### src/logic/dmem_settings.svh
/* data memory wrapper settings
   memory depth, control register count, address fields and region codes */
`ifndef DMEM_SETTINGS_SVH
`define DMEM_SETTINGS_SVH

// word address width, 1024 words
`define DMEM_WORD_BITS 10

// scratch control registers
`define CR_COUNT 8

// address fields
`define CORE_ID_MSB 31
`define CORE_ID_LSB 24
`define REGION_MSB 23
`define REGION_LSB 22

// region codes
`define DMEM_REGION 2'd0
`define CR_REGION 2'd3

`endif

### src/logic/dmem_pkg.sv
/* data memory wrapper types
   ring opcodes, decoded core targets and a thread encoder */
package dmem_pkg;

    // ring opcode
    typedef enum logic [1:0] {
        RD    = 2'b00,
        WR    = 2'b01,
        RDRSP = 2'b10
    } tOpcode;

    // where a core access goes
    typedef enum logic [1:0] {
        TGT_NONE   = 2'b00,
        TGT_DMEM   = 2'b01,
        TGT_CR     = 2'b10,
        TGT_REMOTE = 2'b11
    } tTarget;

    // one-hot thread to binary, highest bit wins
    function automatic logic [1:0] oneHotToBin(input logic [3:0] oneHot);
        logic [1:0] bin;
        bin = 2'd0;
        if (oneHot[1]) begin
            bin = 2'd1;
        end
        if (oneHot[2]) begin
            bin = 2'd2;
        end
        if (oneHot[3]) begin
            bin = 2'd3;
        end
        return bin;
    endfunction

endpackage

### src/logic/access_router.sv
/* access router: decodes core and ring requests, issues remote requests
   and holds one remote load response per thread */
`timescale 1ns/1ps
`include "dmem_settings.svh"

module access_router
    import dmem_pkg::*;
(
    input  logic        QClk,
    input  logic        rstN,
    input  logic [7:0]  coreId,
    // core side, stage 103
    input  logic [3:0]  thread,
    input  logic [31:0] addr,
    input  logic        rdEn,
    input  logic        wrEn,
    input  logic [31:0] wrData,
    // ring inbound
    input  logic        ringReqValid,
    input  tOpcode      ringReqOpcode,
    input  logic [31:0] ringReqAddr,
    // remote response, any time
    input  logic        remoteRspValid,
    input  logic [1:0]  remoteRspThread,
    input  logic [31:0] remoteRspData,
    // local enables
    output logic        dmemRdEn,
    output logic        dmemWrEn,
    output logic        crRdEn,
    output logic        crWrEn,
    output logic        ringDmemRd,
    output logic        ringDmemWr,
    output logic        ringCrRd,
    output logic        ringCrWr,
    output tTarget      target,
    // remote request, same cycle
    output logic        remoteReqValid,
    output tOpcode      remoteReqOpcode,
    output logic [1:0]  remoteReqThread,
    output logic [31:0] remoteReqAddr,
    output logic [31:0] remoteReqData,
    output logic [3:0]  threadWaiting,
    output logic [31:0] heldData,
    output logic        matchNow
);

logic        coreAccess;
logic        isLocal;
logic [1:0]  coreRegion;
logic [1:0]  ringRegion;
logic [1:0]  threadNum;
logic        ringRd;
logic        ringWr;
logic [3:0]  rspReady;
logic [3:0]  loadIssue;
logic [3:0]  consume;
logic [31:0] rspData [4];

// ====================
// core decode
// ====================
assign coreAccess = rdEn | wrEn;
// core id zero is an alias of this core
assign isLocal    = (addr[`CORE_ID_MSB:`CORE_ID_LSB] == 8'd0) ||
                    (addr[`CORE_ID_MSB:`CORE_ID_LSB] == coreId);
assign coreRegion = addr[`REGION_MSB:`REGION_LSB];
assign threadNum  = oneHotToBin(thread);

always_comb begin
    target = TGT_NONE;
    if (coreAccess) begin
        if (!isLocal) begin
            target = TGT_REMOTE;
        end else if (coreRegion == `DMEM_REGION) begin
            target = TGT_DMEM;
        end else if (coreRegion == `CR_REGION) begin
            target = TGT_CR;
        end
    end
end

assign dmemRdEn = rdEn && (target == TGT_DMEM);
assign dmemWrEn = wrEn && (target == TGT_DMEM);
assign crRdEn   = rdEn && (target == TGT_CR);
assign crWrEn   = wrEn && (target == TGT_CR);

// ====================
// ring decode
// ====================
// core id field not checked, the ring already delivered it here
assign ringRegion = ringReqAddr[`REGION_MSB:`REGION_LSB];
assign ringRd     = ringReqValid && (ringReqOpcode == RD);
assign ringWr     = ringReqValid && (ringReqOpcode == WR);
assign ringDmemRd = ringRd && (ringRegion == `DMEM_REGION);
assign ringDmemWr = ringWr && (ringRegion == `DMEM_REGION);
assign ringCrRd   = ringRd && (ringRegion == `CR_REGION);
assign ringCrWr   = ringWr && (ringRegion == `CR_REGION);

// ====================
// remote issue and return
// ====================
// replay of a thread with a held response
assign matchNow        = coreAccess && |(rspReady & thread);
// a replay consumes the held data, no new request
assign remoteReqValid  = (target == TGT_REMOTE) && !matchNow;
assign remoteReqOpcode = wrEn ? WR : RD;
assign remoteReqThread = threadNum;
assign remoteReqAddr   = addr;
assign remoteReqData   = wrData;

assign loadIssue = (remoteReqValid && rdEn) ? thread : 4'b0000;
assign consume   = matchNow ? thread : 4'b0000;

always_ff @(posedge QClk or negedge rstN) begin
    if (!rstN) begin
        threadWaiting <= '0;
        rspReady      <= '0;
    end else begin
        threadWaiting <= (threadWaiting & ~consume) | loadIssue;
        for (int i = 0; i < 4; i++) begin
            // new response beats a replay in the same cycle
            if (remoteRspValid && (remoteRspThread == 2'(i))) begin
                rspReady[i] <= 1'b1;
            end else if (consume[i]) begin
                rspReady[i] <= 1'b0;
            end
        end
    end
end

// response data per thread
always_ff @(posedge QClk) begin
    if (remoteRspValid) begin
        rspData[remoteRspThread] <= remoteRspData;
    end
end

assign heldData = rspData[threadNum];

endmodule

### config.mk
export PLATFORM = sky130hd
export DESIGN_NAME = access_router
export DESIGN_NICKNAME = d
export VERILOG_FILES = /design/src/logic/dmem_pkg.sv /design/src/logic/access_router.sv
export VERILOG_INCLUDE_DIRS = /design/src /design/src/logic
export SDC_FILE = /design/constraint.sdc
export NUM_CORES = 1
export LEC_CHECK = 0
export BUFFER_PORTS_ARGS = -buffer_cell sky130_fd_sc_hd__clkbuf_2
export CAP_MARGIN = 20
export CORE_MARGIN = 2
export CORE_UTILIZATION = 51
export DETAILED_ROUTE_END_ITERATION = 10
export PLACE_DENSITY_LB_ADDON = 0.12
export SYNTH_ARGS = -nofsm -noshare
export SYNTH_HDL_FRONTEND = slang
export SYNTH_SLANG_ARGS = --single-unit
export TNS_END_PERCENT = 30
### constraint.sdc
create_clock -name QClk -period 2.8 [get_ports QClk]
set_input_delay 0.42 -clock QClk [delete_from_list [all_inputs] [get_ports QClk]]
set_output_delay 0.42 -clock QClk [all_outputs]
set_load 0.01 [all_outputs]
==> key figures <==
Synthesis
  – Post-synthesis sequential area ratio: 0.681
  – Synth Register Bits: 136
  – Post-Syn Area per Cell: 13.4 um^2
  – Mapped Nets: 594
  – Syn Inst Count: 444
  – Mapped cell area: 5940 um^2
  – Post-synth cell types: 29
  – Synth warn: 0

Setup path
  – Crit. End Element: output pin
  – Critical Setup Path Class: register to output pin
  – Critical Path Start Type: register
  – CP required: 2.38 ns
  – CP arrival: 1.79 ns
  – Worst-path fanout max: 10

Route
  – DR iter-0 viols: 183
  – Via count: 3528
  – DRC: 0
  – Number of routed nets with antenna violations: 0
  – Final WL: 12.6 mm
  – Drt wl/cell: 18.8 um
  – Via density: 5.26
  – TritonRoute pass-1 iters: 4

Clock tree
  – H-tree level count: 4
  – Clock root buffer master: clkbuf_16
  – Clock buffer count from CTS: 17
  – Postcts setup bufs: 0
  – Clk buf depth: 2
  – Clock Latency Late Sink: 0.40 ns
  – Clk sink count: 136
  – Post_cts resized: 0
  – Worst-path clk slew: 0.06 ns
  – CTS tree: built

Layout
  – Nets: 665
  – Area Overhead vs Synth: 16.5%
  – Ant diodes: 0
  – FILL cells: 905
  – Ratio of cells with drive above 1 in the final layout: 0.335

Floorplan
  – Starting Density: 0.523
  – Die Y-Extent: 112 um
  – Core Region: 11400 um^2
  – Die ar.: 12500 um^2
  – IO Pins: 266
  – Die span in x: 112 um
  – Site Rows: 39

GRT
  – Tot GR Track Use: 0.205
  – Largest net degree at the start of global routing: 37
  – GRT Residual Overflow: 0
  – Initial antenna violation count: 0
  – First-pass GRT wire length: 19.0 mm
  – Via count of the first global-routing pass: 3419

Timing
  – Slew @ Worst Pin: 0.541 ns
  – Post-route setup TNS: 0 ns
  – Tmin final: 2.21 ns
  – Final period util: 0.790
  – Layout Skew: 0.00357 ns
  – Fmax: 0.452 GHz
  – Headroom to the max-slew limit: 0.639
  – Final setup vio count: 0
  – Hold Vio Cnt, Final: 0
  – Max-slew violation count: 0
  – RSZ-0062 raised after global routing: no

Power
  – PwrDens: 739 nW/um^2
  – Combinational group share of total power: 0.089
  – Sw Ratio: 0.213
  – Switch Pwr: 1.09 mW
  – Int Pwr: 4.03 mW
  – Leak pwr: 2.76 nW
  – Tot Pwr: 5.12 mW
  – Sequential share of power: 0.466
  – Clock power frac: 0.445
  – Maximum vdd drop: 447 uV

Place
  – IO buf count: 126
  – Placer Congestion: 0.959
  – Sum of net half-perimeters after detailed placement: 8.62 mm

Run status
  – Status: completed

Run
  – Max-Cap Viols: 0

Worst hold path
  – Hold Path Class: primary input to register
==> stage by stage <==
stage / util / setup slack, ns / hold slack (ns) / cells / area [um^2]
4_1_cts: 0.609 / 0.569 / 0.212 / 671 / 6920
3_3_place_gp: 0.554 / 0.676 / 0.275 / 638 / 6300
5_1_grt: 0.609 / 0.477 / 0.209 / 671 / 6920
2_1_floorplan: - / 0.516 / 0.124 / 444 / 5950
6_report: 0.609 / 0.588 / 0.230 / 671 / 6920
3_5_place_dp: 0.554 / 0.682 / 0.278 / 638 / 6300
==> synthesized netlist by cell type <==
cell type | n | area [um^2]
nand2b_1 | 1 | 6.26
xnor2_1 | 8 | 70.1
a21oi_1 | 34 | 170
a41o_2 | 4 | 45.0
nand4_1 | 2 | 12.5
buf_1 | 4 | 15.0
o21ai_0 | 33 | 165
o21a_1 | 5 | 37.5
nor3b_1 | 5 | 37.5
a21o_1 | 5 | 37.5
or2_2 | 3 | 18.8
a22o_1 | 1 | 8.76
and3_1 | 2 | 12.5
buf_6 | 1 | 11.3
nor4_1 | 2 | 12.5
inv_1 | 1 | 3.75
conb_1 | 1 | 3.75
buf_4 | 68 | 510
buf_2 | 5 | 25.0
dfrtp_1 | 8 | 200
nor3_1 | 2 | 10.0
nand3_1 | 1 | 5.00
a221oi_4 | 1 | 26.3
clkbuf_1 | 8 | 30.0
nand2_1 | 40 | 150
edfxtp_1 | 128 | 3840
and3b_1 | 1 | 8.76
nor2_1 | 38 | 143
mux2i_1 | 32 | 320
==> worst paths after layout <==
kind                                          from                    endpoint  slack, ns  depth (start not counted)
setup / recovery           rspReady[0]$_DFFE_PN0P_              remoteReqValid       0.59                          4
hold / removal                   remoteRspData[16]    rspData[1][16]$_DFFE_PP_       0.23                          1
setup reg to reg           rspReady[0]$_DFFE_PN0P_  threadWaiting[3]$_DFF_PN0_       1.41                          4
hold reg to reg            rspReady[0]$_DFFE_PN0P_     rspReady[0]$_DFFE_PN0P_       0.49                          1
max in group asynchronous                     rstN  threadWaiting[3]$_DFF_PN0_       2.22                          2
min in group asynchronous                     rstN  threadWaiting[0]$_DFF_PN0_       0.40                          2
==> per-layer routing <==
layer | global-route usage | part of all wire | vias up
met5 | 0.0235 | 0 | -
met4 | 0.0922 | 0.026 | 0
met3 | 0.0936 | 0.094 | 36
met2 | 0.325 | 0.49 | 139
met1 | 0.240 | 0.39 | 1659
li1 | - | - | 1694
==> critical path: stages (launching register included) <==
cell and delay (ns):
dfrtp_1 0.38, a22o_1 0.27, a221oi_4 0.39, and3_1 0.22, clkbuf_2 0.13
==> power groups by stage <==
stage                     combinational [mW]  clock, mW  sequential [mW]
final                                  0.456       2.28             2.38
after global routing                   0.504       2.40             2.39
after CTS                              0.463       2.32             2.38
after detailed placement               0.461          0             2.42
after global placement                 0.452          0             2.42
after floorplan                        0.331          0             2.43
==> what timing repair did <==
item / CTS / global route
hold buffers: 1 / 0
endpoints found under the hold margin: 8 / 0
setup endpoints to repair: 0 / 0
==> sequential cells by signal (all words and copies together) (netlist names) <==
| register | cells |
|---|---|
| rspReady | 4 |
| threadWaiting | 4 |
| rspData | 128 |
==> logic make-up after synthesis <==
| group | share of synthesized area |
|---|---|
| AO/OA/AOI/OAI | 0.0826 |
| XOR/XNOR | 0.0118 |
| buffers and inverters | 0.100 |
| flip-flops | 0.681 |
| multiplexers | 0.0539 |
| other | 0.000631 |
| AND/OR/NAND/NOR | 0.0701 |
==> layout by cell type (no fill, tap or decap) <==
master         count
edfxtp_1         128
inv_6              1
inv_1              1
a41o_2             4
bufinv_16          4
nor2_4             1
nor3_1             2
and3b_2            1
a21oi_1           34
a221oi_4           1
nor3b_4            1
nor3b_1            4
nand4_1            2
nor2_1            37
and3_1             1
buf_12             3
clkinv_1           1
nand2_1           40
clkinv_2           2
and3_2             1
conb_1             1
nand2b_1           1
clkinvlp_4         2
buf_4              8
clkbuf_16         17
clkinv_4           2
o21ai_0           33
dfrtp_1            8
a21o_1             5
nor4_1             2
dlygate4sd3_1      1
o21a_1             5
or2_2              3
mux2i_1           32
clkbuf_1           3
xnor2_1            8
nand3_1            1
clkbuf_2         126
a22o_1             1
==> cell type report <==
type                    count  area [um^2]  area share
clock buffers              20          437      0.0631
clock inverters            12          175      0.0253
inverters                   1         3.75    0.000542
multi-input cells         221         1320       0.191
flip-flops and latches    136         4040       0.584
well taps                 143          179      0.0258
repair buffers            138          761       0.110
Note: power is estimated with default switching activity, not from simulation.
