===== src/logic/dmem_settings.svh =====
/* data memory wrapper settings
   memory depth, control register count, address fields and region codes */
`ifndef DMEM_SETTINGS_SVH
`define DMEM_SETTINGS_SVH

// word address width, 1024 words
`define DMEM_WORD_BITS 10

// scratch control registers
`define CR_COUNT 8

// address fields
`define CORE_ID_MSB 31
`define CORE_ID_LSB 24
`define REGION_MSB 23
`define REGION_LSB 22

// region codes
`define DMEM_REGION 2'd0
`define CR_REGION 2'd3

`endif


===== src/logic/dmem_pkg.sv =====
/* data memory wrapper types
   ring opcodes, decoded core targets and a thread encoder */
package dmem_pkg;

    // ring opcode
    typedef enum logic [1:0] {
        RD    = 2'b00,
        WR    = 2'b01,
        RDRSP = 2'b10
    } tOpcode;

    // where a core access goes
    typedef enum logic [1:0] {
        TGT_NONE   = 2'b00,
        TGT_DMEM   = 2'b01,
        TGT_CR     = 2'b10,
        TGT_REMOTE = 2'b11
    } tTarget;

    // one-hot thread to binary, highest bit wins
    function automatic logic [1:0] oneHotToBin(input logic [3:0] oneHot);
        logic [1:0] bin;
        bin = 2'd0;
        if (oneHot[1]) begin
            bin = 2'd1;
        end
        if (oneHot[2]) begin
            bin = 2'd2;
        end
        if (oneHot[3]) begin
            bin = 2'd3;
        end
        return bin;
    endfunction

endpackage


===== src/logic/read_return.sv =====
/* read return stage: picks the core read data in stage 104
   and forms the ring read response */
`timescale 1ns/1ps

module read_return
    import dmem_pkg::*;
(
    input  logic        QClk,
    input  logic        rstN,
    // stage 103 selects
    input  tTarget      target,
    input  logic        rdEn,
    input  logic        matchNow,
    input  logic [31:0] heldData,
    // stage 104 core results
    input  logic [31:0] dmemRdData,
    input  logic [31:0] crRdData,
    // ring read kinds and results
    input  logic        ringDmemRd,
    input  logic        ringCrRd,
    input  logic [31:0] dmemRingData,
    input  logic [31:0] crRingData,
    output logic [31:0] coreRdData,
    output logic        remoteMatch,
    output logic        ringRspValid,
    output logic [31:0] ringRspData
);

tTarget      targetQ104;
logic        rdEnQ104;
logic [31:0] heldQ104;
logic        ringDmemRdQ104;
logic        ringCrRdQ104;

always_ff @(posedge QClk or negedge rstN) begin
    if (!rstN) begin
        targetQ104     <= TGT_NONE;
        rdEnQ104       <= 1'b0;
        remoteMatch    <= 1'b0;
        ringDmemRdQ104 <= 1'b0;
        ringCrRdQ104   <= 1'b0;
    end else begin
        targetQ104     <= target;
        rdEnQ104       <= rdEn;
        remoteMatch    <= matchNow;
        ringDmemRdQ104 <= ringDmemRd;
        ringCrRdQ104   <= ringCrRd;
    end
end

// held response data
always_ff @(posedge QClk) begin
    heldQ104 <= heldData;
end

// ====================
// core and ring muxes
// ====================
// held data first, zero when nothing read
assign coreRdData = remoteMatch                               ? heldQ104   :
                    (rdEnQ104 && (targetQ104 == TGT_CR))      ? crRdData   :
                    (rdEnQ104 && (targetQ104 == TGT_DMEM))    ? dmemRdData :
                                                                32'd0;

assign ringRspValid = ringDmemRdQ104 || ringCrRdQ104;
assign ringRspData  = ringDmemRdQ104 ? dmemRingData :
                      ringCrRdQ104   ? crRingData   :
                                       32'd0;

endmodule


===== config.mk =====
export PLATFORM = sky130hd
export DESIGN_NAME = read_return
export DESIGN_NICKNAME = d
export VERILOG_FILES = /design/src/logic/dmem_settings.svh /design/src/logic/dmem_pkg.sv /design/src/logic/read_return.sv
export SDC_FILE = /design/constraint.sdc
export NUM_CORES = 1
export LEC_CHECK = 0
export BUFFER_PORTS_ARGS = -buffer_cell sky130_fd_sc_hd__buf_2
export CAP_MARGIN = 20
export CORE_AREA = 2 2 90 92
export CTS_BUF_LIST = sky130_fd_sc_hd__clkbuf_8
export DETAILED_ROUTE_END_ITERATION = 10
export DIE_AREA = 0 0 92 94
export PLACE_DENSITY = 0.67
export SYNTH_ARGS = -nofsm -noshare
export SYNTH_HDL_FRONTEND = slang
export SYNTH_SLANG_ARGS = --single-unit

===== constraint.sdc =====
create_clock -name QClk -period 1.7 [get_ports QClk]
set_input_delay 0.51 -clock QClk [delete_from_list [all_inputs] [get_ports QClk]]
set_output_delay 0.51 -clock QClk [all_outputs]
set_load 0.03 [all_outputs]

==> metrics, run 1 <==
DP HPWL=6223 um; fin worst setup slack=-509.6 ps; Yosys reg bits=38; unrepaired setup endpoints after global routing=true; most frequent cells in the layout=170 x buf_2, 66 x buf_6, 33 x inv_1; Layout fillers=580; Avg Cell Area, Syn=10.21 um2; Seq/Total Area, Yosys=0.3952; Clock Path Buffers=2; CP dominant cell by count=buf_12; CTS tree=yes; crit path max fanout=8; Layout Nets=621; Mapped Nets=364; storage element area=794.5 um2; TritonCTS buffer count=5; antenna violations before repair=0; Worst slew margin=0.8085; Ports=234; WP data arrival=1700 ps; pre-CTS setup slack=-225.1 ps; Antenna Nets Post-Route=0; DR vias/cell=4.653; Cells after Synth=196; clk sinks=38; pin count of the biggest net entering global routing=36; Critical Path Start Type=flop; total power=3052 uW; Yosys cell types=16; commonest non-fill, non-tap cell in the layout=buf_2; row count=32; Final Max Tran Viols=0; Hold Fails Final Rpt=0; synth warn=0; failing checks=setup timing; Max Clock Freq=452.6 MHz; grt ovf=0; via count=2587; Crit-path slowest cell=dfrtp_1; Slowest Stage Delay on Critical Path=390 ps; ratio of cells with drive above 1 in the final layout=0.8304; top cells by area, synth=dfxtp_1 32%, a221oi_2 23%, a22o_1 14%; starting density of the core=0.2630; WHS=37.31 ps; area of the multi-input gates=0.001665 mm2; Synth top area share=0.3202; area leader, netlist=dfxtp_1; drt drc=0; die height=94 um; Worst-path clk slew=70 ps; worst-path cell chain=and3b_2 > buf_12 > buf_12 > a221oi_4 > a21oi_4 > buf_6; Req. time, crit path=1190 ps; first-pass GRT wire length=12770 um; Die ar.=0.008648 mm2; initial drt markers=35; TritonRoute pass-1 iters=4; Area Overhead vs Synth=146.9%; crit path kind=flop to output port; Buffers on Ports=233; Final Util=0.6493; vias in the first global route=2660; final wirelength=9455 um; Final Setup Violations=65; worst slew pin tran=287.3 ps; leak pwr=0.002417 uW; maxcap violations=0; core area=0.007607 mm2; Hold WC Path Type=primary input to asynchronous set/reset pin; WL/cell=17.01 um; RD Place Congestion=0.8392; H-tree depth=2; Global Route Usage Sum=0.1850; cts-stage hold buffer count=0; Max VDD drop=519.7 uV; Mapped Area=0.002001 mm2; CP startpoint=targetQ104[1]; Tmin final=2210 ps; fin crit share=1.300; Die X=92 um; status=finished, violations left; P per Cell Area=617.9 mW/mm2; critical path endpoint category=output port; antenna cells=0; Root Buffer=clkbuf_8
## how the worst max path moves through the flow
stage                     end  slack, ps  depth (start not counted)
6_report       coreRdData[23]       -510                          6
5_1_grt         coreRdData[8]       -560                          5
4_1_cts        coreRdData[25]       -510                          6
3_5_place_dp   coreRdData[16]       -230                          6
3_3_place_gp   coreRdData[31]       -180                          5
2_1_floorplan  coreRdData[28]       -110                          3
## layer usage
layer,share of wire,global-route usage,vias to the layer above
met5,0,0,-
met4,0.015,0.04975,0
met3,0.057,0.03451,12
met2,0.56,0.3487,122
met1,0.37,0.2136,1198
li1,-,-,1255
## sequential cells by signal, summed over array words and instances (netlist names)
register / flops
ringDmemRdQ104: 1
ringCrRdQ104: 1
targetQ104: 2
rdEnQ104: 1
remoteMatch: 1
heldQ104: 32
## cell type report
class / count / share of cell area
clock buffers: 5 / 0.01393
clock inverters: 3 / 0.007599
inverters: 31 / 0.02356
multi-input cells: 105 / 0.3371
flip-flops and latches: 38 / 0.1608
well taps: 102 / 0.02584
repair buffers: 272 / 0.4311
## stage by stage
stage | area, um2 | TNS (ps) | instances
2_1_floorplan | 2332 | -2084 | 196
3_3_place_gp | 3725 | -4749 | 533
3_5_place_dp | 3725 | -5672 | 533
4_1_cts | 4619 | -21600 | 551
5_1_grt | 4940 | -26360 | 556
6_report | 4940 | -22780 | 556
## where the power goes
part | switching (uW) | internal [uW] | total, uW
clock network | 306 | 427 | 733
registers | 17.3 | 940 | 958
logic | 683 | 679 | 1360
total | 1010 | 2050 | 3050
## critical path: cells and delay by family (launching register included)
| family | cells | cell delay (ps) |
|---|---|---|
| simple gates | 1 | 250 |
| flops | 1 | 390 |
| buf+inv | 3 | 450 |
| compound gates | 2 | 330 |
## synth_stat cells
master	instances
a21oi_1	31
a221oi_1	1
a221oi_2	30
a22o_1	31
and3b_1	4
buf_2	8
buf_4	3
buf_6	4
clkbuf_1	7
dfrtp_1	6
dfxtp_1	32
inv_1	31
nand2_1	3
nor2b_1	1
o21ai_0	3
or2_2	1
## cells by family after synthesis
logic type      synth area share
flops                     0.3952
compound gates            0.4503
buf+inv                   0.1251
simple gates             0.02940
## repair_timing
action	in CTS	in global routing
setup buffers	7	3
endpoints found under the setup margin	66	65
gates cloned	5	3
gates resized for setup	158	36
pin swaps	19	5
Note: power is estimated with default switching activity, not from simulation.
==> inputs of run 2 (changes only) <==
==> constraint.sdc (replaced) <==
create_clock -name QClk -period 1.7 [get_ports QClk]
set_input_delay 0 -clock QClk [delete_from_list [all_inputs] [get_ports QClk]]
set_output_delay 0 -clock QClk [all_outputs]
set_load 0.1 [all_outputs]
==> run 2 against run 1 <==
The run still ends with setup timing left. Largest cell class unchanged. Maximum frequency increased by 27%. Critical endpoint is now coreRdData[13]. Final area grew 11%. Combinational power rose by 66%.
==> metrics, run 2 (same netlist as run 1, synthesis figures left out) <==
status=finished, violations left; failing checks=setup timing; P per Cell Area=700.2 mW/mm2 (+13%); WP data arrival=1740 ps (+40 ps); starting density of the core=0.2630 (unchanged); H-tree depth=2 (unchanged); TritonRoute pass-1 iters=4 (unchanged); most frequent cells in the layout=167 x buf_2, 71 x buf_12, 39 x dlygate4sd3_1; commonest non-fill, non-tap cell in the layout=buf_2; drt drc=0 (unchanged); first-pass GRT wire length=13810 um (+8.2%); Layout Nets=631 (+1.6%); Hold WC Path Type=primary input to asynchronous set/reset pin; crit path kind=flop to output port; grt ovf=0 (unchanged); WHS=74.84 ps (+37.53 ps); Critical Path Start Type=flop; maxcap violations=0 (unchanged); Final Setup Violations=23 (-65%); total power=3846 uW (+26%); antenna violations before repair=2 (+2); Hold Fails Final Rpt=0 (unchanged); Clock Path Buffers=2 (unchanged); Worst-path clk slew=70 ps (about the same); unrepaired setup endpoints after global routing=true; Reg with most FFs=heldQ104; final wirelength=9440 um (-0.16%); dominant delay contributor by cell family on the critical path=compound AO/OA/AOI/OAI gates; pin count of the biggest net entering global routing=38 (+5.6%); DR vias/cell=4.590 (-1.4%); core area=0.007607 mm2 (unchanged); Post-CTS Setup Repair Bufs=0 (-7); clk sinks=38 (unchanged); Tmin final=1739 ps (-470.2 ps); CTS tree=yes; Slowest Stage Delay on Critical Path=390 ps (about the same); initial drt markers=39 (+11%); max reg flops=32 (unchanged); Max Clock Freq=574.9 MHz (+27%); worst-path cell chain=and3b_2 > buf_12 > a221oi_2 > a21oi_4 > buf_12; WL/cell=16.62 um (-2.3%); Root Buffer=clkbuf_8; worst slew pin tran=510.0 ps (+222.7 ps); Antenna Nets Post-Route=0 (unchanged); critical path endpoint category=output port; Global Route Usage Sum=0.2011 (+0.01614); DP HPWL=6862 um (+10%); pre-CTS setup slack=207.3 ps (+432.4 ps); die height=94 um (unchanged); Max VDD drop=367.9 uV (-29%); RD Place Congestion=0.7726 (-7.9%); biggest regs=heldQ104 (32), targetQ104 (2); worst path bufs/invs=2 (-1); via count=2607 (+0.77%); row count=32 (unchanged); Crit-path slowest cell=dfrtp_1; fin worst setup slack=-39.42 ps (+470.2 ps); Die ar.=0.008648 mm2 (unchanged); Buffers on Ports=233 (unchanged); fin crit share=1.023 (-0.2766); Final Max Tran Viols=0 (unchanged); Req. time, crit path=1700 ps (+510 ps); Die X=92 um (unchanged); leak pwr=0.002482 uW (+2.7%); ratio of cells with drive above 1 in the final layout=0.6853 (-0.1451); CP dominant cell by count=buf_12; Area Overhead vs Synth=174.5%; Ports=234 (unchanged); vias in the first global route=2857 (+7.4%); TritonCTS buffer count=5 (unchanged); fin cells=568 (+2.2%); Cells after DPL=517 (-3.0%); crit path max fanout=10 (+2); Worst slew margin=0.6600 (-0.1485)
[run 2: cell count changes in the layout (fill, tap and decap cells not counted), moves of 4 or more]
cell           previous run  this run
buf_4                    18         2
a221oi_2                 10         1
buf_6                    66         2
a221oi_4                 21        29
a21oi_4                  12        31
buf_12                   10        71
a22o_1                    1        31
dlygate4sd3_1             0        39
a22o_4                   25         0
a22o_2                    5         0
a21oi_2                  19         0
buf_16                    4         0
[run 2: where the power goes]
group / internal [uW] / leakage [uW] / switching, uW
Combinational: 874 / 0.00209 / 1380
Clock: 321 / 0.0000524 / 304
Sequential: 941 / 0.000339 / 22.2
[run 2: metal layers]
layer | share of wire | GRT usage | up-vias
met5 | 0 | 0 | -
li1 | - | - | 1267
met4 | 0.020 | 0.06219 | 0
met3 | 0.074 | 0.06260 | 17
met2 | 0.56 | 0.3873 | 112
met1 | 0.34 | 0.2070 | 1211
[run 2: worst paths after layout]
| path | start | to | slack [ps] | depth (start not counted) |
|---|---|---|---|---|
| min in group QClk | heldData[25] | heldQ104[25] | 350 | 2 |
| hold / removal | rstN | ringDmemRdQ104 | 70 | 2 |
| max in group asynchronous | rstN | remoteMatch | 1470 | 2 |
| setup / recovery | rdEnQ104 | coreRdData[13] | -40 | 5 |
[run 2: repair_timing]
action / 4_1_cts / 5_1_grt
hold buffers: 39 / 0
resized for setup: 21 / 15
gates cloned: 0 / 2
hold endpoints to repair: 44 / 0
pin swaps: 7 / 15
endpoints found under the setup margin: 30 / 31
[run 2: through the flow]
step | util | setup TNS [ps] | instance area [um2]
2_1_floorplan | - | -1079 | 2375
3_3_place_gp | 0.6066 | 0 | 4614
3_5_place_dp | 0.6066 | 0 | 4614
4_1_cts | 0.6962 | -728.7 | 5296
5_1_grt | 0.7220 | -2653 | 5493
6_report | 0.7220 | -316.8 | 5493
[run 2: area by class of cell]
class                   instances  area [um2]
diodes                          2       5.005
clock buffers                   6       82.58
clock inverters                 2       8.758
fillers                       527        2115
inverters                      31       116.4
multi-input cells             105        1648
flip-flops and latches         38       794.5
well taps                     102       127.6
repair buffers                282        2710
==> inputs of run 3 (changes only) <==
PLACE_DENSITY = unset   (was 0.67)
PLACE_DENSITY_LB_ADDON = 0.12   (was unset)
==> run 3 against run 2 <==
The run still ends with setup timing left. Cell count rose by 1.4%. Utilization up 1.1 points. Die area is the same. Maximum frequency grew 0.16%. Sequential power about the same. Worst hold slack gained 4.5 ps. Via count up 0.65%. Critical path type unchanged. Largest cell class unchanged. Largest power group unchanged. Highest routed layer unchanged.
==> metrics, run 3 (same netlist as run 1, synthesis figures left out) <==
max reg flops=32 (unchanged); Global Route Usage Sum=0.2044 (+0.003307); fin crit share=1.022 (-0.001627); Worst slew margin=0.7249 (+0.06488); Tmin final=1737 ps (-2.765 ps); Buffers on Ports=233 (unchanged); dominant delay contributor by cell family on the critical path=simple AND/OR/NAND/NOR gates; Die X=92 um (unchanged); P per Cell Area=695.0 mW/mm2 (-0.74%); Root Buffer=clkbuf_8; row count=32 (unchanged); Reg with most FFs=heldQ104; Hold WC Path Type=primary input to asynchronous set/reset pin; fin cells=576 (+1.4%); Cells after DPL=524 (+1.4%); biggest regs=heldQ104 (32), targetQ104 (2); maxcap violations=0 (unchanged); grt ovf=0 (unchanged); starting density of the core=0.2630 (unchanged); status=finished, violations left; total power=3874 uW (+0.73%); fin worst setup slack=-36.66 ps (+2.766 ps); Final Setup Violations=27 (+17%); unrepaired setup endpoints after global routing=true; crit path max fanout=7 (-3); Area Overhead vs Synth=178.6%; WP data arrival=1740 ps (about the same); failing checks=setup timing; Worst-path clk slew=70 ps (about the same); Hold Fails Final Rpt=0 (unchanged); Critical Path Start Type=flop; Crit path depth=5 (unchanged); Ports=234 (unchanged); leak pwr=0.002525 uW (+1.7%); first-pass GRT wire length=13770 um (-0.30%); Clock Path Buffers=2 (unchanged); crit path kind=flop to output port; Max Clock Freq=575.8 MHz (+0.16%); WL/cell=16.85 um (+1.4%); DP HPWL=7251 um (+5.7%); CP startpoint=targetQ104[1]; Final Max Tran Viols=0 (unchanged); die height=94 um (unchanged); Setup crit end=coreRdData[18]; Antenna Nets Post-Route=0 (unchanged); vias in the first global route=2788 (-2.4%); initial drt markers=44 (+13%); core area=0.007607 mm2 (unchanged); antenna violations before repair=0 (-2); drt drc=0 (unchanged); worst path bufs/invs=2 (unchanged); commonest non-fill, non-tap cell in the layout=buf_2; CTS tree=yes; final wirelength=9705 um (+2.8%); antenna cells=0 (-2); critical path endpoint category=output port; Die ar.=0.008648 mm2 (unchanged); Req. time, crit path=1700 ps (about the same); TritonCTS buffer count=5 (unchanged); worst slew pin tran=412.7 ps (-97.32 ps); TritonRoute pass-1 iters=4 (unchanged); RD Place Congestion=0.7869 (+1.9%); pin count of the biggest net entering global routing=35 (-7.9%); most frequent cells in the layout=167 x buf_2, 70 x buf_12, 39 x dlygate4sd3_1; Layout Nets=641 (+1.6%); ratio of cells with drive above 1 in the final layout=0.6920 (+0.006638); DR vias/cell=4.556 (-0.75%); Max VDD drop=342.5 uV (-6.9%); worst-path cell chain=and3b_4 > buf_6 > a221oi_4 > a21oi_4 > buf_12; Slowest Stage Delay on Critical Path=420 ps (+30 ps); clk sinks=38 (unchanged); Crit-path slowest cell=and3b_4; H-tree depth=2 (unchanged); via count=2624 (+0.65%)
run 3: cell types whose count changed in the layout (fill, tap and decap cells not counted):
cell      previous run  this run
and3b_2              2         0
a221oi_4            29        30
a221oi_2             1         0
buf_6                2         4
and3b_4              0         2
buf_4                2        11
diode_2              2         0
buf_12              71        70
run 3: how the worst min path moves through the flow:
| stage | start | endpoint | depth (start not counted) |
|---|---|---|---|
| floorplan | rstN | rdEnQ104 | 0 |
| global placement | rstN | targetQ104[1] | 1 |
| detailed placement | rstN | targetQ104[1] | 1 |
| CTS | rstN | remoteMatch | 2 |
| global route | rstN | targetQ104[1] | 2 |
| finish | rstN | remoteMatch | 2 |
run 3: layout make-up:
cell class	instances	area (um2)
Clock inverter	2	8.758
Fill cell	527	2033
Sequential cell	38	794.5
Clock buffer	6	82.58
Tap cell	102	127.6
Timing Repair Buffer	292	2780
Multi-Input combinational cell	105	1664
Inverter	31	116.4
run 3: through the flow:
step	utilization	cell area (um2)	hold slack (ps)	setup WS (ps)	TNS, ps
after floorplan	-	2375	-295.6	-156.9	-1079
after global placement	0.6135	4667	-169.7	176.4	0
after detailed placement	0.6135	4667	-169.7	128.7	0
after CTS	0.7072	5380	84.36	-65.48	-1437
after global routing	0.7327	5574	85.16	-118.2	-2846
final	0.7327	5574	79.38	-36.66	-503.7
run 3: metal layers:
metal | vias to the layer above | share of wire | global-route usage | wire (um)
met1 | 1212 | 0.33 | 0.1968 | 3198
li1 | 1284 | - | - | -
met2 | 121 | 0.59 | 0.4320 | 5756
met5 | - | 0 | 0 | 0
met4 | 0 | 0.0090 | 0.04478 | 87
met3 | 7 | 0.068 | 0.04735 | 662
run 3: report_power, final:
part / internal, uW / leakage (uW) / total, uW / switching [uW]
combinational: 889 / 0.00213 / 2290 / 1400
clock: 321 / 0.0000524 / 623 / 302
sequential: 941 / 0.000339 / 963 / 22.6
run 3: timing repair:
| action | 4_1_cts | 5_1_grt |
|---|---|---|
| endpoints found under the hold margin | 44 | 0 |
| pin swaps | 5 | 20 |
| setup endpoints to repair | 26 | 31 |
| resized for setup | 20 | 19 |
| gates cloned | 0 | 1 |
| hold buffers | 39 | 0 |
| setup buffers | 4 | 0 |
