### config.mk
export PLATFORM = sky130hd
export DESIGN_NAME = ctrl_regs
export DESIGN_NICKNAME = d
export VERILOG_FILES = /design/src/logic/dmem_pkg.sv /design/src/logic/ctrl_regs.sv
export VERILOG_INCLUDE_DIRS = /design/src /design/src/logic
export SDC_FILE = /design/constraint.sdc
export NUM_CORES = 1
export LEC_CHECK = 0
export BUFFER_PORTS_ARGS = -buffer_cell sky130_fd_sc_hd__buf_2
export CAP_MARGIN = 25
export CORE_ASPECT_RATIO = 0.9
export CORE_MARGIN = 2
export CORE_UTILIZATION = 59
export CTS_BUF_LIST = sky130_fd_sc_hd__clkbuf_4 sky130_fd_sc_hd__clkbuf_8
export CTS_CLUSTER_SIZE = 40
export DETAILED_ROUTE_END_ITERATION = 6
export HOLD_SLACK_MARGIN = 0.1
export PLACE_DENSITY = 0.8
export SLEW_MARGIN = 40
export SYNTH_ARGS = -nofsm -noshare
export SYNTH_HDL_FRONTEND = slang
export SYNTH_SLANG_ARGS = --single-unit
export TNS_END_PERCENT = 20
### constraint.sdc
create_clock -name QClk -period 2.69 [get_ports QClk]
set_input_delay 0.538 -clock QClk [delete_from_list [all_inputs] [get_ports QClk]]
set_output_delay 0.538 -clock QClk [all_outputs]
set_load 0.01 [all_outputs]
### src/logic/dmem_settings.svh
/* data memory wrapper settings
   memory depth, control register count, address fields and region codes */
`ifndef DMEM_SETTINGS_SVH
`define DMEM_SETTINGS_SVH

// word address width, 1024 words
`define DMEM_WORD_BITS 10

// scratch control registers
`define CR_COUNT 8

// address fields
`define CORE_ID_MSB 31
`define CORE_ID_LSB 24
`define REGION_MSB 23
`define REGION_LSB 22

// region codes
`define DMEM_REGION 2'd0
`define CR_REGION 2'd3

`endif

### src/logic/dmem_pkg.sv
/* data memory wrapper types
   ring opcodes, decoded core targets and a thread encoder */
package dmem_pkg;

    // ring opcode
    typedef enum logic [1:0] {
        RD    = 2'b00,
        WR    = 2'b01,
        RDRSP = 2'b10
    } tOpcode;

    // where a core access goes
    typedef enum logic [1:0] {
        TGT_NONE   = 2'b00,
        TGT_DMEM   = 2'b01,
        TGT_CR     = 2'b10,
        TGT_REMOTE = 2'b11
    } tTarget;

    // one-hot thread to binary, highest bit wins
    function automatic logic [1:0] oneHotToBin(input logic [3:0] oneHot);
        logic [1:0] bin;
        bin = 2'd0;
        if (oneHot[1]) begin
            bin = 2'd1;
        end
        if (oneHot[2]) begin
            bin = 2'd2;
        end
        if (oneHot[3]) begin
            bin = 2'd3;
        end
        return bin;
    endfunction

endpackage

### src/logic/ctrl_regs.sv
/* control register file: scratch bank, core id, thread frozen mask
   and thread id, with a core port and a ring port */
`timescale 1ns/1ps
`include "dmem_settings.svh"

module ctrl_regs
    import dmem_pkg::*;
(
    input  logic                       QClk,
    input  logic                       rstN,
    input  logic [7:0]                 coreId,
    // core port
    input  logic [3:0]                 thread,
    input  logic [`DMEM_WORD_BITS-1:0] coreAddr,
    input  logic [31:0]                coreWrData,
    input  logic                       crRdEn,
    input  logic                       crWrEn,
    output logic [31:0]                crRdData,
    // ring port
    input  logic [`DMEM_WORD_BITS-1:0] ringAddr,
    input  logic [31:0]                ringWrData,
    input  logic                       ringCrRd,
    input  logic                       ringCrWr,
    output logic [31:0]                ringCrData,
    output logic [3:0]                 threadFrozen
);

// word offsets after the scratch bank
localparam int CrIdxBits    = $clog2(`CR_COUNT);
localparam int CoreIdOffset = `CR_COUNT;
localparam int FrozenOffset = `CR_COUNT + 1;
localparam int ThreadOffset = `CR_COUNT + 2;

logic [31:0] scratch [`CR_COUNT];
logic        coreScratchWr;
logic        ringScratchWr;
logic [31:0] coreView;
logic [31:0] ringView;

assign coreScratchWr = crWrEn && (coreAddr < `CR_COUNT);
assign ringScratchWr = ringCrWr && (ringAddr < `CR_COUNT);

// ====================
// read views
// ====================
always_comb begin
    coreView = '0;
    if (coreAddr < `CR_COUNT) begin
        coreView = scratch[coreAddr[CrIdxBits-1:0]];
    end else if (coreAddr == CoreIdOffset) begin
        coreView = {24'd0, coreId};
    end else if (coreAddr == FrozenOffset) begin
        coreView = {28'd0, threadFrozen};
    end else if (coreAddr == ThreadOffset) begin
        // requesting thread number, core side only
        coreView = {30'd0, oneHotToBin(thread)};
    end
end

always_comb begin
    ringView = '0;
    if (ringAddr < `CR_COUNT) begin
        ringView = scratch[ringAddr[CrIdxBits-1:0]];
    end else if (ringAddr == CoreIdOffset) begin
        ringView = {24'd0, coreId};
    end else if (ringAddr == FrozenOffset) begin
        ringView = {28'd0, threadFrozen};
    end
end

// frozen mask, core write first
always_ff @(posedge QClk or negedge rstN) begin
    if (!rstN) begin
        threadFrozen <= '0;
    end else if (crWrEn && (coreAddr == FrozenOffset)) begin
        threadFrozen <= coreWrData[3:0];
    end else if (ringCrWr && (ringAddr == FrozenOffset)) begin
        threadFrozen <= ringWrData[3:0];
    end
end

// scratch writes and registered reads
always_ff @(posedge QClk) begin
    if (ringScratchWr) begin
        scratch[ringAddr[CrIdxBits-1:0]] <= ringWrData;
    end
    // later assignment, core wins
    if (coreScratchWr) begin
        scratch[coreAddr[CrIdxBits-1:0]] <= coreWrData;
    end
    if (crRdEn) begin
        crRdData <= coreView;
    end
    if (ringCrRd) begin
        ringCrData <= ringView;
    end
end

endmodule

==> impl_metrics.yaml, run 1 <==
status:
  status: "complete, no violations"
sta:
  finalSetupViolCount: 0
  fin_crit_sh_pct: 90.0
  rsz0062_at_grt: "false"
  finalMaxSlewViolations: 0
  final.setup.tns_ns: 0
  finalCriticalPeriod_ns: 2.42
  hold_viol_final: 0
  worst_pin_slew_ns: 0.787
  max_freq_ghz: 0.413
  timing.slew.headroom_pct: 47.4
  skew_ns: 0.0200
critical_path:
  cp-startpoint: "coreAddr[5]"
  cp_slowest_cell: "or4_4"
  cp-start-kind: "input pin"
  cp_max_fo: 17
  cp_top_family: "simple AND/OR/NAND/NOR gates"
  reg2reg_from: "scratch[7][4]"
  worstSetupPathType: "in -> reg"
  critPathBufInv: 3
  required_ns: 3.01
  critPathMaxStageDelay_ns: 0.52
  end_kind: "register"
  cpMostUsedCell: "or4_4"
  path_cells: "buf_2 -> or4_4 -> or4_4 -> buf_4 -> nor3_4 -> buf_12 -> mux2_2"
  critical_path_arrival_ns: 2.74
clocking:
  cts_tree: "built"
  root_buffer: "clkbuf_8"
  cts_max_path_buffers: 3
  cts_resized: 0
  clk_pin_slew_ns: 0.06
  insertion_delay_ns: 0.58
  numCtsBuffers: 53
  h-tree-depth: 2
  clock_sinks: 324
hold_path:
  hp-start: "coreWrData[3]"
  hold_class: "in -> reg"
drt:
  drt_iter0_markers: 1081
  drtPass1Iterations: 5
  routed_via_density: 6.52
  vias: 11100
  drt-total-wl_um: 46000
  postRouteAntennaNets: 0
  wl_per_cell_um: 27.0
  drc: 0
run:
  max_cap_violations: 0
yosys:
  seq_area_frac_synth_pct: 55.6
  ys_warn_count: 0
  syn_area_per_cell_um2: 17.1
  syn_area_mm2: 0.0175
  synth_cell_type_count: 54
  synth-main-ff-cell: "edfxtp_1"
  postSynthCellCount: 1024
  synth-seq-cells: 324
  ys_async_sr_fraction_pct: 1.23
  synth_fp_nets: 1126
  synth_edf_count: 320
floorplanning:
  die_h_um: 167
  initial_core_util_pct: 60.2
  die_w_um: 185
  ios: 170
  rows: 59
  core_area_mm2: 0.0290
  die-area_mm2: 0.0310
power:
  leakagePower_nw: 7.63
  powerDensity_mw_per_mm2: 525
  peakVddDrop_uv: 379
final_layout:
  multiInputGateArea_mm2: 0.00757
  drive_above_1_share_pct: 57.5
  fin_util_pct: 71.7
  synthToLayoutAreaGrowth_pct: 19.0
  final_common_cell: "edfxtp_1"
  finalNetCount: 1361
  fillCellCount: 1852
  regArea_mm2: 0.00971
  layout_common_cells: "edfxtp_1 (320), mux2_2 (234), buf_2 (165)"
grt:
  grt_max_degree: 36
  grt_first_pass_wirelength_um: 69900
  antenna_found_initial: 6
  grt_pass1_vias: 11600
  grt.total_usage_pct: 30.4
  grt-ovfl-total: 0
placement:
  portBuffers: 168
  dp_hpwl_um: 30000
  gp_congestion: 0.832
cell usage after synthesis, types with 3 or more instances:
cell type	number	area (um^2)
mux2i_1	62	621
dfrtp_1	4	100
buf_2	8	40.0
nand2_1	15	56.3
nand3_1	6	30.0
nor2_1	58	218
nand2b_1	4	25.0
a211oi_1	4	30.0
o22ai_1	5	31.3
mux4_2	120	2700
o21ai_0	5	25.0
a21oi_1	10	50.1
o21bai_1	3	22.5
nand3b_1	3	22.5
a31oi_1	3	18.8
nor3_1	7	35.0
buf_4	5	37.5
a221o_1	8	80.1
buf_6	3	33.8
clkbuf_1	38	143
or2_2	3	18.8
edfxtp_1	320	9610
mux2_2	234	2640
and2_1	5	31.3
buf_1	23	86.3
mux2_4	30	450
nor2b_1	4	25.0
cell families (layout without fill, tap and decap cells):
kind of cell	count (synthesis)	in the layout	share of synthesized area, %
simple gates	122	122	3.52
buf+inv	80	357	2.01
mux	447	447	36.8
other cells	0	4	0
flops	324	324	55.6
compound gates	51	51	2.13
registers in the layout, summed over array words and instances, names as in the netlist:
signal	flops
scratch	256
crRdData	32
ringCrData	32
threadFrozen	4
stage by stage:
| stage | worst slack (ns) | cells | area (um^2) | hold WS (ns) | power, W |
|---|---|---|---|---|---|
| 3_3_place_gp | -0.274 | 1599 | 19700 | 0.356 | 0.00664 |
| 3_5_place_dp | -0.286 | 1599 | 19700 | 0.359 | 0.00667 |
| 2_1_floorplan | -0.230 | 1024 | 17600 | 0.242 | 0.00629 |
| 6_report | 0.269 | 1701 | 20800 | 0.322 | 0.0109 |
| 4_1_cts | 0.301 | 1697 | 20800 | 0.287 | 0.0110 |
| 5_1_grt | 0.257 | 1700 | 20800 | 0.295 | 0.0113 |
layout make-up:
type | count | share of cell area, %
Antenna cell | 4 | 0.0481
Clock inverter | 29 | 0.993
Inverter | 3 | 0.0542
Sequential cell | 324 | 46.7
Clock buffer | 68 | 4.08
Multi-Input combinational cell | 620 | 36.4
Tap cell | 396 | 2.38
Timing Repair Buffer | 257 | 9.35
report_power, final:
| part | switching, W | total, W | leakage, nW | internal, W |
|---|---|---|---|---|
| registers | 0.0000117 | 0.00559 | 3.04 | 0.00558 |
| logic | 0.000488 | 0.000983 | 4.03 | 0.000494 |
| clock network | 0.00200 | 0.00435 | 0.565 | 0.00235 |
| total | 0.00250 | 0.0109 | 7.63 | 0.00842 |
tightest hold or removal path: stages:
cell,delay [ns]
buf_2,0.15
nor2_1,0.11
a21oi_1,0.05
worst paths after layout:
path                                   end  slack, ns  cells past startpoint
max in group asynchronous  threadFrozen[0]       2.19                      2
min in group asynchronous  threadFrozen[2]       0.36                      2
hold / removal             threadFrozen[3]       0.32                      3
setup reg to reg             ringCrData[4]       1.08                      3
hold reg to reg            threadFrozen[2]       0.67                      2
setup / recovery             scratch[5][1]       0.27                      7
what timing repair did:
action,in CTS,in global routing
hold endpoints to repair,4,0
hold buffers,1,0
buffers inserted,0,0
per-layer routing:
metal / vias to the layer above / track usage [%] / share of wire [%]
met2: 627 / 50.0 / 50
met5: - / 0 / 0.052
met1: 5648 / 39.7 / 38
li1: 4700 / - / -
met4: 4 / 12.4 / 3.3
met3: 112 / 6.18 / 8.4
Note: power is estimated with default switching activity, not from simulation.
==> run 2, diff against run 1 <==
CORE_ASPECT_RATIO = 0.8   (was 0.9)
SLEW_MARGIN = not set   (was 40)
==> run 2 against run 1 <==
Critical path type unchanged. Clock power down 5.5%. Fmax down 1.0%. Core utilization is 0.18 points lower. Count of clock-buffer cells in the layout rose by 5. Global-route usage grew 0.84 points. Via count rose by 0.31%. Wire length up 2.5%. Critical endpoint is now scratch[5][27]. Worst setup slack worse by 0.025 ns. Highest routed layer unchanged. First-iteration DRC count rose by 9.5%. Register-to-register slack barely moved.
==> impl_metrics.yaml, run 2 (synthesis gave the netlist of run 1 again) <==
sta:
  finalMaxSlewViolations: 0
  fin_crit_sh_pct: 90.9
  hold_viol_final: 0
  layout_setup_ws_ns: 0.244
  worst_pin_slew_ns: 0.703
  finalSetupViolCount: 0
  skew_ns: 0.0207
  timing.slew.headroom_pct: 53.1
  max_freq_ghz: 0.409
  finalCriticalPeriod_ns: 2.45
  final.setup.tns_ns: 0
  rsz0062_at_grt: "false"
critical_path:
  required_ns: 3.02
  r2r_end: "ringCrData[5]"
  worstSetupPathType: "in -> reg"
  rrSetupSlack_ns: 1.09
  critical_path_arrival_ns: 2.78
  cp-start-kind: "input pin"
  cp_max_fo: 10
  reg2reg_from: "scratch[7][5]"
  r2r_cells: 3
  end_kind: "register"
hold_path:
  hp-start: "coreId[7]"
  hold_class: "in -> reg"
  holdPathEnd: "ringCrData[7]"
  hold_depth: 2
status:
  status: "complete, no violations"
drt:
  postRouteAntennaNets: 0
  routed_via_density: 6.63
  drc: 0
  drtPass1Iterations: 5
  wl_per_cell_um: 28.1
  vias: 11100
  drt-total-wl_um: 47200
  drt_iter0_markers: 1184
placement:
  post-place-ws_ns: -0.361
  portBuffers: 168
  gp_congestion: 0.807
  dp_hpwl_um: 30100
grt:
  grt.total_usage_pct: 31.2
  grt_first_pass_wirelength_um: 70400
  antenna_found_initial: 5
  grt-ovfl-total: 0
  grt_pass1_vias: 11400
  grt_max_degree: 68
clocking:
  h-tree-depth: 2
  root_buffer: "clkbuf_8"
  numCtsBuffers: 51
  cts_tree: "built"
  insertion_delay_ns: 0.59
  cts_max_path_buffers: 3
  clock_sinks: 324
  clk_pin_slew_ns: 0.06
final_layout:
  multiInputGateArea_mm2: 0.00757
  regArea_mm2: 0.00971
  largest_register_ffs: 256
  final_common_cell: "edfxtp_1"
  synthToLayoutAreaGrowth_pct: 19.6
  finalNetCount: 1365
  fin_util_pct: 71.5
  layout_common_cells: "edfxtp_1 (320), mux2_2 (234), buf_2 (165)"
  fillCellCount: 1881
  drive_above_1_share_pct: 57.9
floorplanning:
  ios: 170
  die_h_um: 158
  die_w_um: 196
  initial_core_util_pct: 59.8
  core_area_mm2: 0.0292
  die-area_mm2: 0.0310
  rows: 56
power:
  powerDensity_mw_per_mm2: 511
  p_total_w: 0.0107
  leakagePower_nw: 7.67
  peakVddDrop_uv: 375
run:
  max_cap_violations: 0
[run 2: what timing repair did]
action | in CTS | in global routing
hold buffers | 1 | 0
resized for setup | 0 | 0
endpoints found under the hold margin | 4 | 0
setup buffers | 0 | 0
[run 2: stage by stage]
stage | hold slack (ns) | instances | area (um^2)
finish | 0.276 | 1678 | 20900
detailed placement | 0.358 | 1586 | 19900
CTS | 0.257 | 1673 | 20900
global route | 0.261 | 1676 | 20900
global placement | 0.356 | 1585 | 19900
floorplan | 0.242 | 1024 | 17600
[run 2: area by class of cell]
| class | count | share of cell area [%] |
|---|---|---|
| clock buffers | 73 | 4.24 |
| multi-input cells | 620 | 36.2 |
| inverters | 3 | 0.0539 |
| flip-flops and latches | 324 | 46.5 |
| repair buffers | 263 | 10.3 |
| diodes | 5 | 0.0599 |
| clock inverters | 13 | 0.413 |
| well taps | 377 | 2.26 |
[run 2: critical path: stages]
cell and delay (ns):
buf_2 0.09, or4_4 0.53, or4_4 0.48, buf_4 0.18
nor3_4 0.29, buf_4 0.29, mux2_2 0.37
[run 2: worst max-delay path by stage]
stage | startpoint | to | cells after the start
after floorplan | coreAddr[5] | scratch[3][0] | 6
after global placement | coreAddr[5] | scratch[5][15] | 7
after detailed placement | coreAddr[5] | scratch[5][18] | 7
after CTS | coreAddr[5] | scratch[5][27] | 7
after global routing | coreAddr[5] | scratch[5][18] | 7
final | coreAddr[5] | scratch[5][27] | 7
[run 2: layer usage]
metal / GRT usage, % / vias up / part of all wire [%]
met1: 42.5 / 5685 / 40
li1: - / 4713 / -
met2: 51.4 / 607 / 49
met5: 0 / - / 0.028
met4: 11.3 / 2 / 3.3
met3: 5.35 / 118 / 8.5
[run 2: where the power goes]
part	switching [W]	leakage, nW	internal, W	total, W
Sequential	0.0000120	3.04	0.00558	0.00559
Combinational	0.000494	4.12	0.000494	0.000988
Clock	0.00191	0.513	0.00219	0.00411
Total	0.00242	7.67	0.00826	0.0107
==> run 3, diff against run 2 <==
--- a/config.mk
+++ b/config.mk
@@ -15,5 +15,4 @@
 export CTS_CLUSTER_SIZE = 40
 export DETAILED_ROUTE_END_ITERATION = 6
-export HOLD_SLACK_MARGIN = 0.1
 export PLACE_DENSITY = 0.8
 export SYNTH_ARGS = -nofsm -noshare
==> constraint.sdc (replaced) <==
create_clock -name QClk -period 2.69 [get_ports QClk]
set_input_delay 0 -clock QClk [delete_from_list [all_inputs] [get_ports QClk]]
set_output_delay 0 -clock QClk [all_outputs]
set_load 0.01 [all_outputs]
==> run 3 against run 2 <==
Hold slack worse by 0.24 ns. Critical path depth stayed put. Design area is 2.4% higher. Sequential power hardly changed. Cell count is 4.7% higher. Total power is 2.8% higher. Count of clock-buffer cells in the layout stayed put. Register-to-register slack better by 0.02 ns.
==> impl_metrics.yaml, run 3 (synthesis gave the netlist of run 1 again) <==
grt:
  grt-ovfl-total: 0
  grt_first_pass_wirelength_um: 72100
  antenna_found_initial: 0
  grt_max_degree: 49
  grt.total_usage_pct: 31.5
  grt_pass1_vias: 12100
drt:
  vias: 11400
  wl_per_cell_um: 27.4
  drt_iter0_markers: 1143
  drt-total-wl_um: 48100
  drtPass1Iterations: 5
  drc: 0
  routed_via_density: 6.50
  postRouteAntennaNets: 0
final_layout:
  largest_register_ffs: 256
  layout.cells.non_filler: 1757
  final_common_cell: "edfxtp_1"
  drive_above_1_share_pct: 52.0
  antennaDiodeCount: 0
  fillCellCount: 1841
  finalNetCount: 1442
  synthToLayoutAreaGrowth_pct: 22.4
  layout_common_cells: "edfxtp_1 (320), mux2_2 (234), buf_2 (165)"
floorplanning:
  die_w_um: 196
  core_area_mm2: 0.0292
  ios: 170
  die_h_um: 158
  rows: 56
  die-area_mm2: 0.0310
  initial_core_util_pct: 59.8
critical_path:
  rrSetupSlack_ns: 1.11
  r2r_cells: 3
  reg2reg_from: "scratch[7][4]"
  cp_max_fo: 19
  critPathMaxStageDelay_ns: 0.56
  critical_path_arrival_ns: 2.87
  r2r_end: "ringCrData[4]"
  required_ns: 3.02
  cp_top_family: "simple AND/OR/NAND/NOR gates"
  end_kind: "register"
  cp-start-kind: "input pin"
  worstSetupPathType: "in -> reg"
  critPathBufInv: 3
  path_cells: "buf_2 -> or4_4 -> or4_1 -> nor4b_4 -> buf_12 -> mux2_2 -> dlygate4sd3_1"
  cp_slowest_cell: "or4_4"
clocking:
  clock_sinks: 324
  root_buffer: "clkbuf_8"
  cts_max_path_buffers: 3
  cts_tree: "built"
  numCtsBuffers: 51
  clk_pin_slew_ns: 0.06
  h-tree-depth: 2
  insertion_delay_ns: 0.58
  post_cts_buffers: 0
placement:
  dp.cells: 1554
  portBuffers: 168
  dp_hpwl_um: 29000
  gp_congestion: 0.822
sta:
  timing.slew.headroom_pct: 32.1
  finalSetupViolCount: 0
  hold_viol_final: 0
  worst_pin_slew_ns: 1.02
  rsz0062_at_grt: "false"
  fin_crit_sh_pct: 94.4
  whs_ns: 0.0369
  finalMaxSlewViolations: 0
  skew_ns: 0.0150
  finalCriticalPeriod_ns: 2.54
  max_freq_ghz: 0.394
hold_path:
  hp-start: "coreAddr[3]"
  hold_class: "in -> reg"
  holdPathEnd: "crRdData[2]"
  hold_depth: 3
status:
  status: "complete, no violations"
run:
  max_cap_violations: 0
power:
  powerDensity_mw_per_mm2: 514
  peakVddDrop_uv: 477
  leakagePower_nw: 7.88
## run 3: cell count changes in the layout (fill, tap and decap cells not counted), sizes merged, moves of 5 or more
cell         delta
clkinv          +6
buf            -31
dlygate4sd3   +108
diode           -5
## run 3: timing repair
item	4_1_cts	5_1_grt
hold buffers	108	1
hold endpoints to repair	277	13
gates resized for setup	0	0
## run 3: final cells by class
type	instances	area [um^2]	share of cell area (%)
flip-flops and latches	324	9710	45.4
multi-input cells	620	7550	35.3
repair buffers	340	2600	12.2
clock buffers	73	898	4.20
well taps	377	472	2.21
clock inverters	20	140	0.655
inverters	3	11.3	0.0527
## run 3: how the worst max path moves through the flow
stage,endpoint,slack [ns],cells after the start,start
6_report,scratch[3][5],0.15,7,coreAddr[5]
5_1_grt,scratch[3][5],0.14,7,coreAddr[5]
4_1_cts,scratch[3][5],0.20,7,coreAddr[5]
3_5_place_dp,scratch[3][25],0.09,6,coreAddr[5]
3_3_place_gp,scratch[3][28],0.12,6,coreAddr[5]
2_1_floorplan,scratch[0][0],-0.47,3,ringAddr[9]
## run 3: through the flow
stage               util [%]  total power (W)  TNS [ns]  setup slack (ns)  instance area (um^2)
global route            73.2           0.0113         0             0.143                 21400
CTS                     73.1           0.0110         0             0.199                 21300
finish                  73.2           0.0110         0             0.150                 21400
detailed placement      65.8          0.00664         0            0.0942                 19200
global placement        65.7          0.00661         0             0.118                 19200
floorplan                  -          0.00628    -71.72            -0.473                 17500
## run 3: worst min-delay path: cells and delay by family
family,cells,cell delay [ns]
buf+inv,2,0.33
compound gates,1,0.11
## run 3: power by group
group / switching [W] / internal, W / leakage, nW
Combinational: 0.000514 / 0.000578 / 4.29
Clock: 0.00197 / 0.00234 / 0.546
Sequential: 0.0000118 / 0.00558 / 3.04
Total: 0.00250 / 0.00849 / 7.88
## run 3: routing by layer
metal | track usage (%) | vias to the layer above | part of all wire (%)
li1 | - | 4851 | -
met1 | 41.7 | 5769 | 39
met2 | 53.0 | 686 | 49
met3 | 5.75 | 118 | 9.0
met4 | 11.4 | 0 | 2.9
met5 | 0 | - | 0
